==> config.mk <==
export PLATFORM = sky130hd
export DESIGN_NAME = sync_top
export DESIGN_NICKNAME = d
export VERILOG_FILES = /design/src/design/sync_pkg.sv /design/src/design/sync_axil_regs.sv /design/src/design/sync_ctrl.sv /design/src/design/sync_lap_calc.sv /design/src/design/sync_period_timer.sv /design/src/design/sys_time_slew.sv /design/src/design/sync_top.sv
export SDC_FILE = /design/constraint.sdc
export NUM_CORES = 2
export LEC_CHECK = 0
export BUFFER_PORTS_ARGS = -buffer_cell sky130_fd_sc_hd__buf_2
export CELL_PAD_IN_SITES_DETAIL_PLACEMENT = 0
export CELL_PAD_IN_SITES_GLOBAL_PLACEMENT = 1
export CORE_MARGIN = 3
export CORE_UTILIZATION = 55
export CTS_CLUSTER_DIAMETER = 60
export CTS_CLUSTER_SIZE = 28
export DETAILED_ROUTE_END_ITERATION = 16
export PLACE_DENSITY = 0.92
export SLEW_MARGIN = 5
export SYNTH_ARGS = -nofsm -noshare
export SYNTH_HDL_FRONTEND = slang
export SYNTH_SLANG_ARGS = --single-unit
==> constraint.sdc <==
create_clock -name CLK -period 18.1 [get_ports CLK]
set_input_delay 0.905 -clock CLK [delete_from_list [all_inputs] [get_ports CLK]]
set_output_delay 0.905 -clock CLK [all_outputs]
set_load 0.01 [all_outputs]
==> src/design/sync_pkg.sv <==
package sync_pkg;

  // System time counts clock cycles, EtherCAT time counts nanoseconds.
  typedef logic [63:0] sys_time_t;
  typedef logic [63:0] ecat_time_t;
  typedef logic [17:0] period_cnt_t;

  // Signed two's complement, saturated at the range ends.
  typedef logic [18:0] time_err_t;

  // One sync lap is 500 us.
  localparam logic [31:0] EcatSyncBaseNs = 32'd500000;

  localparam logic [31:0] RegCtrl       = 32'h00;
  localparam logic [31:0] RegSyncTimeLo = 32'h04;
  localparam logic [31:0] RegSyncTimeHi = 32'h08;
  localparam logic [31:0] RegBaseCnt    = 32'h0C;
  localparam logic [31:0] RegStatus     = 32'h10;
  localparam logic [31:0] RegSysTimeLo  = 32'h14;
  localparam logic [31:0] RegSysTimeHi  = 32'h18;

  typedef enum logic [1:0] {
    IDLE,
    CALC,
    ARMED,
    RUN
  } sync_state_t;

endpackage

==> src/design/sync_axil_regs.sv <==
module sync_axil_regs #(
  parameter int AXIL_ADDR_W = 5
) (
  input  logic                   CLK,
  input  logic                   arst_n,
  input  logic [AXIL_ADDR_W-1:0] awaddr,
  input  logic                   awvalid,
  output logic                   awready,
  input  logic [31:0]            wdata,
  input  logic [3:0]             wstrb,
  input  logic                   wvalid,
  output logic                   wready,
  output logic [1:0]             bresp,
  output logic                   bvalid,
  input  logic                   bready,
  input  logic [AXIL_ADDR_W-1:0] araddr,
  input  logic                   arvalid,
  output logic                   arready,
  output logic [31:0]            rdata,
  output logic [1:0]             rresp,
  output logic                   rvalid,
  input  logic                   rready,
  input  sync_pkg::sys_time_t    sys_time,
  input  logic                   pending,
  input  logic                   running,
  output logic                   update,
  output sync_pkg::ecat_time_t   ecat_sync_time,
  output sync_pkg::period_cnt_t  base_cnt
);
  import sync_pkg::*;

  logic                   aw_held;
  logic                   w_held;
  logic [AXIL_ADDR_W-1:0] aw_addr_q;
  logic [31:0]            w_data_q;
  logic [3:0]             w_strb_q;
  logic                   aw_hs;
  logic                   w_hs;
  logic                   ar_hs;
  logic                   wr_fire;
  logic [AXIL_ADDR_W-1:0] wr_addr;
  logic [31:0]            wr_data;
  logic [3:0]             wr_strb;
  logic [31:0]            rd_data;
  logic [31:0]            sys_time_hi_q;

  function automatic logic [31:0] merge_bytes(input logic [31:0] old_val,
                                              input logic [31:0] new_val,
                                              input logic [3:0]  strb);
    logic [31:0] res;
    res = old_val;
    for (int i = 0; i < 4; i++) begin
      if (strb[i]) begin
        res[8*i +: 8] = new_val[8*i +: 8];
      end
    end
    return res;
  endfunction

  // Address and data are taken independently; no new write while a response waits.
  assign awready = ~aw_held & ~bvalid;
  assign wready  = ~w_held & ~bvalid;
  assign arready = ~rvalid;
  assign aw_hs   = awvalid & awready;
  assign w_hs    = wvalid & wready;
  assign ar_hs   = arvalid & arready;
  assign bresp   = 2'b00;
  assign rresp   = 2'b00;

  assign wr_fire = (aw_held | aw_hs) & (w_held | w_hs);
  assign wr_addr = aw_held ? aw_addr_q : awaddr;
  assign wr_data = w_held ? w_data_q : wdata;
  assign wr_strb = w_held ? w_strb_q : wstrb;

  always_ff @(posedge CLK) begin
    if (aw_hs) begin
      aw_addr_q <= awaddr;
    end
    if (w_hs) begin
      w_data_q <= wdata;
      w_strb_q <= wstrb;
    end
  end

  always_ff @(posedge CLK or negedge arst_n) begin
    if (!arst_n) begin
      aw_held <= 1'b0;
      w_held  <= 1'b0;
      bvalid  <= 1'b0;
    end else begin
      if (wr_fire) begin
        aw_held <= 1'b0;
        w_held  <= 1'b0;
        bvalid  <= 1'b1;
      end else begin
        if (aw_hs) begin
          aw_held <= 1'b1;
        end
        if (w_hs) begin
          w_held <= 1'b1;
        end
      end
      if (bvalid && bready) begin
        bvalid <= 1'b0;
      end
    end
  end

  always_ff @(posedge CLK or negedge arst_n) begin
    if (!arst_n) begin
      update         <= 1'b0;
      ecat_sync_time <= '0;
      base_cnt       <= '0;
    end else begin
      update <= 1'b0;
      if (wr_fire) begin
        case (32'(wr_addr))
          RegCtrl:       update <= wr_strb[0] & wr_data[0];
          RegSyncTimeLo: ecat_sync_time[31:0] <= merge_bytes(ecat_sync_time[31:0], wr_data,
                                                             wr_strb);
          RegSyncTimeHi: ecat_sync_time[63:32] <= merge_bytes(ecat_sync_time[63:32], wr_data,
                                                              wr_strb);
          RegBaseCnt:    base_cnt <= period_cnt_t'(merge_bytes(32'(base_cnt), wr_data, wr_strb));
          default:       ;
        endcase
      end
    end
  end

  always_comb begin
    case (32'(araddr))
      RegSyncTimeLo: rd_data = ecat_sync_time[31:0];
      RegSyncTimeHi: rd_data = ecat_sync_time[63:32];
      RegBaseCnt:    rd_data = 32'(base_cnt);
      RegStatus:     rd_data = {30'd0, running, pending};
      RegSysTimeLo:  rd_data = sys_time[31:0];
      RegSysTimeHi:  rd_data = sys_time_hi_q;
      default:       rd_data = '0;
    endcase
  end

  // Reading the low half freezes the high half for the next read.
  always_ff @(posedge CLK or negedge arst_n) begin
    if (!arst_n) begin
      rvalid        <= 1'b0;
      rdata         <= '0;
      sys_time_hi_q <= '0;
    end else begin
      if (ar_hs) begin
        rvalid <= 1'b1;
        rdata  <= rd_data;
        if (32'(araddr) == RegSysTimeLo) begin
          sys_time_hi_q <= sys_time[63:32];
        end
      end else if (rready) begin
        rvalid <= 1'b0;
      end
    end
  end

endmodule

==> src/design/sync_ctrl.sv <==
module sync_ctrl (
  input  logic CLK,
  input  logic arst_n,
  input  logic ecat_sync,
  input  logic update,
  input  logic lap_done,
  output logic lap_start,
  output logic sync,
  output logic load,
  output logic pending,
  output logic running
);
  import sync_pkg::*;

  logic [2:0]  sync_sr;
  sync_state_t state;

  // Two stages for metastability, the third keeps the previous level.
  always_ff @(posedge CLK or negedge arst_n) begin
    if (!arst_n) begin
      sync_sr <= '0;
    end else begin
      sync_sr <= {sync_sr[1:0], ecat_sync};
    end
  end

  assign sync = sync_sr[1] & ~sync_sr[2];

  always_ff @(posedge CLK or negedge arst_n) begin
    if (!arst_n) begin
      state     <= IDLE;
      lap_start <= 1'b0;
    end else begin
      lap_start <= update;
      if (update) begin
        state <= CALC;
      end else begin
        case (state)
          // A done pulse next to a restart belongs to the old request.
          CALC: begin
            if (lap_done && !lap_start) begin
              state <= ARMED;
            end
          end
          ARMED: begin
            if (sync) begin
              state <= RUN;
            end
          end
          default: ;
        endcase
      end
    end
  end

  assign load    = sync & (state == ARMED) & ~update;
  assign pending = (state == CALC) | (state == ARMED);
  assign running = (state == RUN);

endmodule

==> src/design/sync_lap_calc.sv <==
module sync_lap_calc (
  input  logic                  CLK,
  input  logic                  arst_n,
  input  logic                  lap_start,
  input  sync_pkg::ecat_time_t  ecat_sync_time,
  input  sync_pkg::period_cnt_t base_cnt,
  output logic                  lap_done,
  output sync_pkg::sys_time_t   sync_time
);
  import sync_pkg::*;

  logic        busy;
  logic        mul_step;
  logic [5:0]  step;
  logic [63:0] quo;
  logic [31:0] rem;
  logic [32:0] trial;

  // Remainder stays below the base, so bit 32 is the borrow.
  assign trial = {rem, quo[63]} - {1'b0, EcatSyncBaseNs};

  always_ff @(posedge CLK or negedge arst_n) begin
    if (!arst_n) begin
      busy     <= 1'b0;
      mul_step <= 1'b0;
      step     <= '0;
      lap_done <= 1'b0;
    end else begin
      lap_done <= 1'b0;
      if (lap_start) begin
        busy     <= 1'b1;
        mul_step <= 1'b0;
        step     <= '0;
      end else if (busy) begin
        step <= step + 1'b1;
        if (step == 6'd63) begin
          busy     <= 1'b0;
          mul_step <= 1'b1;
        end
      end else if (mul_step) begin
        mul_step <= 1'b0;
        lap_done <= 1'b1;
      end
    end
  end

  // One quotient bit per cycle, shifted in from the right.
  always_ff @(posedge CLK) begin
    if (lap_start) begin
      quo <= ecat_sync_time;
      rem <= '0;
    end else if (busy) begin
      if (trial[32]) begin
        rem <= {rem[30:0], quo[63]};
        quo <= {quo[62:0], 1'b0};
      end else begin
        rem <= trial[31:0];
        quo <= {quo[62:0], 1'b1};
      end
    end
    if (mul_step) begin
      sync_time <= quo * base_cnt;
    end
  end

endmodule

==> src/design/sync_period_timer.sv <==
module sync_period_timer (
  input  logic                  CLK,
  input  logic                  arst_n,
  input  logic                  sync,
  input  logic                  load,
  input  sync_pkg::sys_time_t   sync_time,
  input  sync_pkg::period_cnt_t base_cnt,
  output sync_pkg::sys_time_t   next_sync_time
);
  import sync_pkg::*;

  period_cnt_t phase;
  period_cnt_t half_cnt;

  assign half_cnt = base_cnt >> 1;

  // The grid time steps forward half a period before the expected sync,
  // so each sync is measured against the closest grid point.
  always_ff @(posedge CLK or negedge arst_n) begin
    if (!arst_n) begin
      phase          <= '0;
      next_sync_time <= '0;
    end else if (load) begin
      phase          <= half_cnt;
      next_sync_time <= sync_time;
    end else if (sync) begin
      phase <= half_cnt;
    end else if (phase == base_cnt - 1'b1) begin
      phase          <= '0;
      next_sync_time <= next_sync_time + base_cnt;
    end else begin
      phase <= phase + 1'b1;
    end
  end

endmodule

==> src/design/sys_time_slew.sv <==
module sys_time_slew (
  input  logic                CLK,
  input  logic                arst_n,
  input  logic                sync,
  input  logic                load,
  input  sync_pkg::sys_time_t sync_time,
  input  sync_pkg::sys_time_t next_sync_time,
  output sync_pkg::sys_time_t sys_time,
  output logic                skip_one_assert
);
  import sync_pkg::*;

  time_err_t          err;
  time_err_t          err_sat;
  logic               loaded;
  logic signed [63:0] diff;

  // Measured against the count reached right after the sync cycle.
  assign diff = $signed(next_sync_time - sys_time - 64'd1);

  always_comb begin
    if (diff > 64'sd262143) begin
      err_sat = 19'h3ffff;
    end else if (diff < -64'sd262144) begin
      err_sat = 19'h40000;
    end else begin
      err_sat = diff[18:0];
    end
  end

  always_ff @(posedge CLK or negedge arst_n) begin
    if (!arst_n) begin
      sys_time        <= '0;
      err             <= '0;
      loaded          <= 1'b0;
      skip_one_assert <= 1'b0;
    end else begin
      skip_one_assert <= 1'b0;
      if (load) begin
        sys_time <= sync_time;
        err      <= '0;
        loaded   <= 1'b1;
      end else if (sync && loaded) begin
        sys_time <= sys_time + 1'b1;
        err      <= err_sat;
      end else if (err == '0) begin
        sys_time <= sys_time + 1'b1;
      end else if (err[18]) begin
        // Ahead of the grid. Hold one cycle.
        err <= err + 1'b1;
      end else begin
        sys_time        <= sys_time + 2'd2;
        err             <= err - 1'b1;
        skip_one_assert <= 1'b1;
      end
    end
  end

endmodule

==> src/design/sync_top.sv <==
module sync_top #(
  parameter int AXIL_ADDR_W = 5
) (
  input  logic                   CLK,
  input  logic                   arst_n,
  input  logic                   ecat_sync,
  input  logic [AXIL_ADDR_W-1:0] awaddr,
  input  logic                   awvalid,
  output logic                   awready,
  input  logic [31:0]            wdata,
  input  logic [3:0]             wstrb,
  input  logic                   wvalid,
  output logic                   wready,
  output logic [1:0]             bresp,
  output logic                   bvalid,
  input  logic                   bready,
  input  logic [AXIL_ADDR_W-1:0] araddr,
  input  logic                   arvalid,
  output logic                   arready,
  output logic [31:0]            rdata,
  output logic [1:0]             rresp,
  output logic                   rvalid,
  input  logic                   rready,
  output sync_pkg::sys_time_t    sys_time,
  output logic                   sync,
  output logic                   skip_one_assert
);
  import sync_pkg::*;

  logic        update;
  ecat_time_t  ecat_sync_time;
  period_cnt_t base_cnt;
  logic        lap_start;
  logic        lap_done;
  sys_time_t   sync_time;
  sys_time_t   next_sync_time;
  logic        load;
  logic        pending;
  logic        running;

  // Internal nets carry the same names as the ports they join.
  sync_axil_regs #(
    .AXIL_ADDR_W(AXIL_ADDR_W)
  ) u_regs (.*);

  sync_ctrl u_ctrl (.*);

  sync_lap_calc u_lap_calc (.*);

  sync_period_timer u_timer (.*);

  sys_time_slew u_slew (.*);

endmodule

==> results by group <==
Status
  – Outcome: completed

Timing
  – Max Fclk: roughly 120 MHz
  – Fin. Hold Viols: 0
  – Hold slack: about 320 ps
  – Setup TNS: 0 ps
  – Tcrit/Tclk final: 47.45%
  – Final setup violation count: 0
  – Relative slew slack: between 10 and 15%
  – Final min period: 8589 ps
  – RSZ-0062 raised after global routing: no
  – Least-Margin Pin Slew: about 1300 ps
  – Clock Skew: about 52 ps
  – Fin. max-slew vios: 0

Final layout
  – Area delta synth->final: 6.331%
  – Non-filler cells, final: just over 8000
  – Proportion of layout cells with a drive suffix above 1: under 10%
  – Fillers: approximately 9400
  – Register Area: between 0.01 and 0.015 mm^2
  – Layout Nets: between 7000 and 8000
  – Area of the multi-input gates: between 0.04 and 0.05 mm^2
  – Final Cell Area: between 0.06 and 0.07 mm^2

Flow run
  – Max cap viols: 0

Worst setup path
  – R2R cell count: 23
  – Critical Path Source Type: register
  – Sequence of cells on the critical path: buf_4, nand2_1, fa_1, inv_1, fa_1, fa_1, fa_1, fa_1, inv_1, fa_1, inv_1, ha_1, a21oi_1, o21ai_0, a221o_1, o31ai_1, nand4b_1, a211oi_1, and3b_1, o21ai_0, or2_2, a31oi_1, xnor2_1
  – CP bufs+invs: 4
  – Reg-to-reg critical path startpoint: u_regs.base_cnt[11]
  – Reg2reg setup slack: 9510 ps
  – Max stage delay on crit path: between 600 and 700 ps
  – WP depth: 23
  – CP endpoint: u_lap_calc.sync_time[63]
  – WP data arrival: ~9000 ps
  – Delay-heaviest family, CP: adder cells
  – Critical Path Most Common Cell: fa_1
  – Slowest-stage cell, CP: dfrtp_2
  – CP Class: reg -> reg
  – Worst setup startpoint: u_regs.base_cnt[11]
  – Worst reg2reg endpoint: u_lap_calc.sync_time[63]
  – Crit end category: register
  – WP data required: between 15000 and 20000 ps
  – CP Max Fanout: 42

Synth
  – Seq/Total Area, Yosys: 23.47%
  – Top_reg_cell synth: dfrtp_1
  – Syn Inst Count: ~6700
  – Mean Syn Cell Area: just under 9 um^2
  – Synth top area cells: fa_1, dfrtp_1, edfxtp_1
  – Post-synth design cell area: 0.05986 mm^2
  – Post-synth EDFFs: between 150 and 200
  – Ys Warns: 0
  – Async set or reset register ratio after synthesis: between 60% and 70%
  – Biggest area consumer among synthesized cells: fa_1
  – Yosys reg bits: 534
  – Synth cell types: slightly below 90
  – Synth top area share: roughly 28%

Clock tree
  – Post-CTS Setup Inserts: 0
  – # resized after CTS: 0
  – TritonCTS Buffers: 51
  – TritonCTS clock tree: done
  – Max clock buf depth: 3
  – # H-tree levels: 2
  – Cts-stage hold buffer count: 0
  – CTS sink cnt: 534
  – Root Buffer: clkbuf_16
  – Worst-Skew Late Latency: between 600 and 700 ps
  – Clock transition at path regs: ~100 ps

Detailed routing
  – Detail Route Antenna Nets: 0
  – Drt pass-1 iters: 5
  – Starting DRT DRC Count: approximately 5000
  – Drt total wl: approximately 190000 um
  – Wire length per cell: 23.65 um
  – Via count: ~49000
  – DR vias/cell: 6.005
  – Remaining DRCs: 0

Placed design
  – RePlAce Congestion: between 1 and 1.5
  – Port Buf Inserts: 156
  – Dpl hpwl: roughly 150000 um
  – Placed instance area: slightly above 0.06 mm^2
  – Placed cells: 8009

Floorplan
  – Die width: around 340 um
  – Die Y: 335.9 um
  – Die Area: around 0.11 mm^2
  – Starting Density: a little under three fifths
  – Row count: 120
  – Io pins: about 160
  – Total core area: 0.1075 mm^2

Global route
  – Initial antenna violation count: 14
  – Vias in the first global route: between 40000 and 50000
  – Largest net degree at the start of global routing: 200
  – GRT Overall Usage: about a third
  – First-pass GRT wire length: 297200 um
  – Gr ovfl total: 0

Min path
  – Hold Path Class: in -> async
==> sequential cells by signal (all words and copies together) (netlist names), 6 cells and up <==
name,cells
u_regs.w_data_q,32
u_regs.base_cnt,18
u_lap_calc.step,6
u_lap_calc.sync_time,64
u_timer.next_sync_time,64
u_regs.rdata,32
u_regs.ecat_sync_time,64
u_lap_calc.quo,64
u_timer.phase,18
u_lap_calc.rem,32
u_slew.sys_time,64
u_slew.err,19
u_regs.sys_time_hi_q,32
==> per-layer routing <==
metal  global-route usage (%)  part of all wire, %  vias up
li1                         -                    -    21300
met2                    53.87                   45     2558
met1                    44.42                   38    24220
met4                    19.88                  7.0        8
met5                        0                0.029        -
met3                    8.334                   11      634
==> area by class of cell <==
class                      count  share of cell area [%]
multi-input combinational   4715                   63.14
sequential                   534                   22.12
inverter                    1126                   6.640
tap                         1403                   2.758
timing repair buffer         231                   2.166
clock buffer                  57                   2.156
clock inverter                39                  0.9927
antenna                        7                 0.02752
==> stage by stage <==
step	utilization [%]	worst slack, ps
after floorplan	-	10650
after global placement	57.33	9683
after detailed placement	57.33	9594
after CTS	59.19	9599
after global routing	59.20	9110
final	59.21	9511
==> how the worst min path moves through the flow <==
stage                 startpoint                end  cells past startpoint
4_1_cts                ecat_sync  u_ctrl.sync_sr[0]                      1
5_1_grt                ecat_sync  u_ctrl.sync_sr[0]                      1
3_5_place_dp   u_ctrl.sync_sr[0]  u_ctrl.sync_sr[1]                      0
6_report                  arst_n      u_slew.err[3]                      1
2_1_floorplan  u_ctrl.sync_sr[0]  u_ctrl.sync_sr[1]                      0
3_3_place_gp   u_ctrl.sync_sr[0]  u_ctrl.sync_sr[1]                      0
==> Yosys cell counts, types with 32 or more instances <==
cell type,number
xor2_1,107
edfxtp_1,169
a31oi_1,47
and2_1,263
clkbuf_1,334
dfxtp_1,32
inv_1,1126
fa_1,848
nor3_1,95
mux2i_1,85
nand3_1,93
nor4_1,34
a211oi_1,41
and3_1,47
mux2_2,100
a21oi_1,405
nand4_1,58
o21ai_0,203
nor2_1,398
a21o_1,74
xnor2_1,176
ha_1,206
nand2_1,1027
o22ai_1,49
dfrtp_1,333
==> logic make-up after synthesis <==
kind of cell | synth area share (%)
AOI/OAI and AO/OA | 10.57
xor gates and xnor gates | 4.141
adders and majority gates | 32.67
buffers and inverters | 9.462
DFF | 23.47
muxes | 3.303
other | 0.006265
and+or+nand+nor | 16.38
==> placed cells by master (no fill, tap or decap), types with 25 or more instances in the layout <==
cell / n
xor2_1: 107
o31ai_1: 27
a31oi_1: 47
fa_1: 848
edfxtp_1: 169
dfrtp_1: 311
a211oi_1: 41
nand2_1: 1027
and2_1: 263
clkbuf_16: 54
nand2b_1: 28
and3_1: 47
nand4_1: 58
o22ai_1: 49
a21o_1: 74
o21a_1: 25
inv_1: 1126
nor3_1: 90
mux2i_1: 85
buf_2: 155
xnor2_1: 176
o21ai_0: 203
nand3_1: 93
a21oi_1: 405
buf_4: 73
nor2_1: 398
mux2_2: 100
ha_1: 206
dfxtp_1: 32
nor4_1: 34
Power is not shown: default switching activity piles up to over one toggle a cycle in this logic, so the estimate is an artifact.
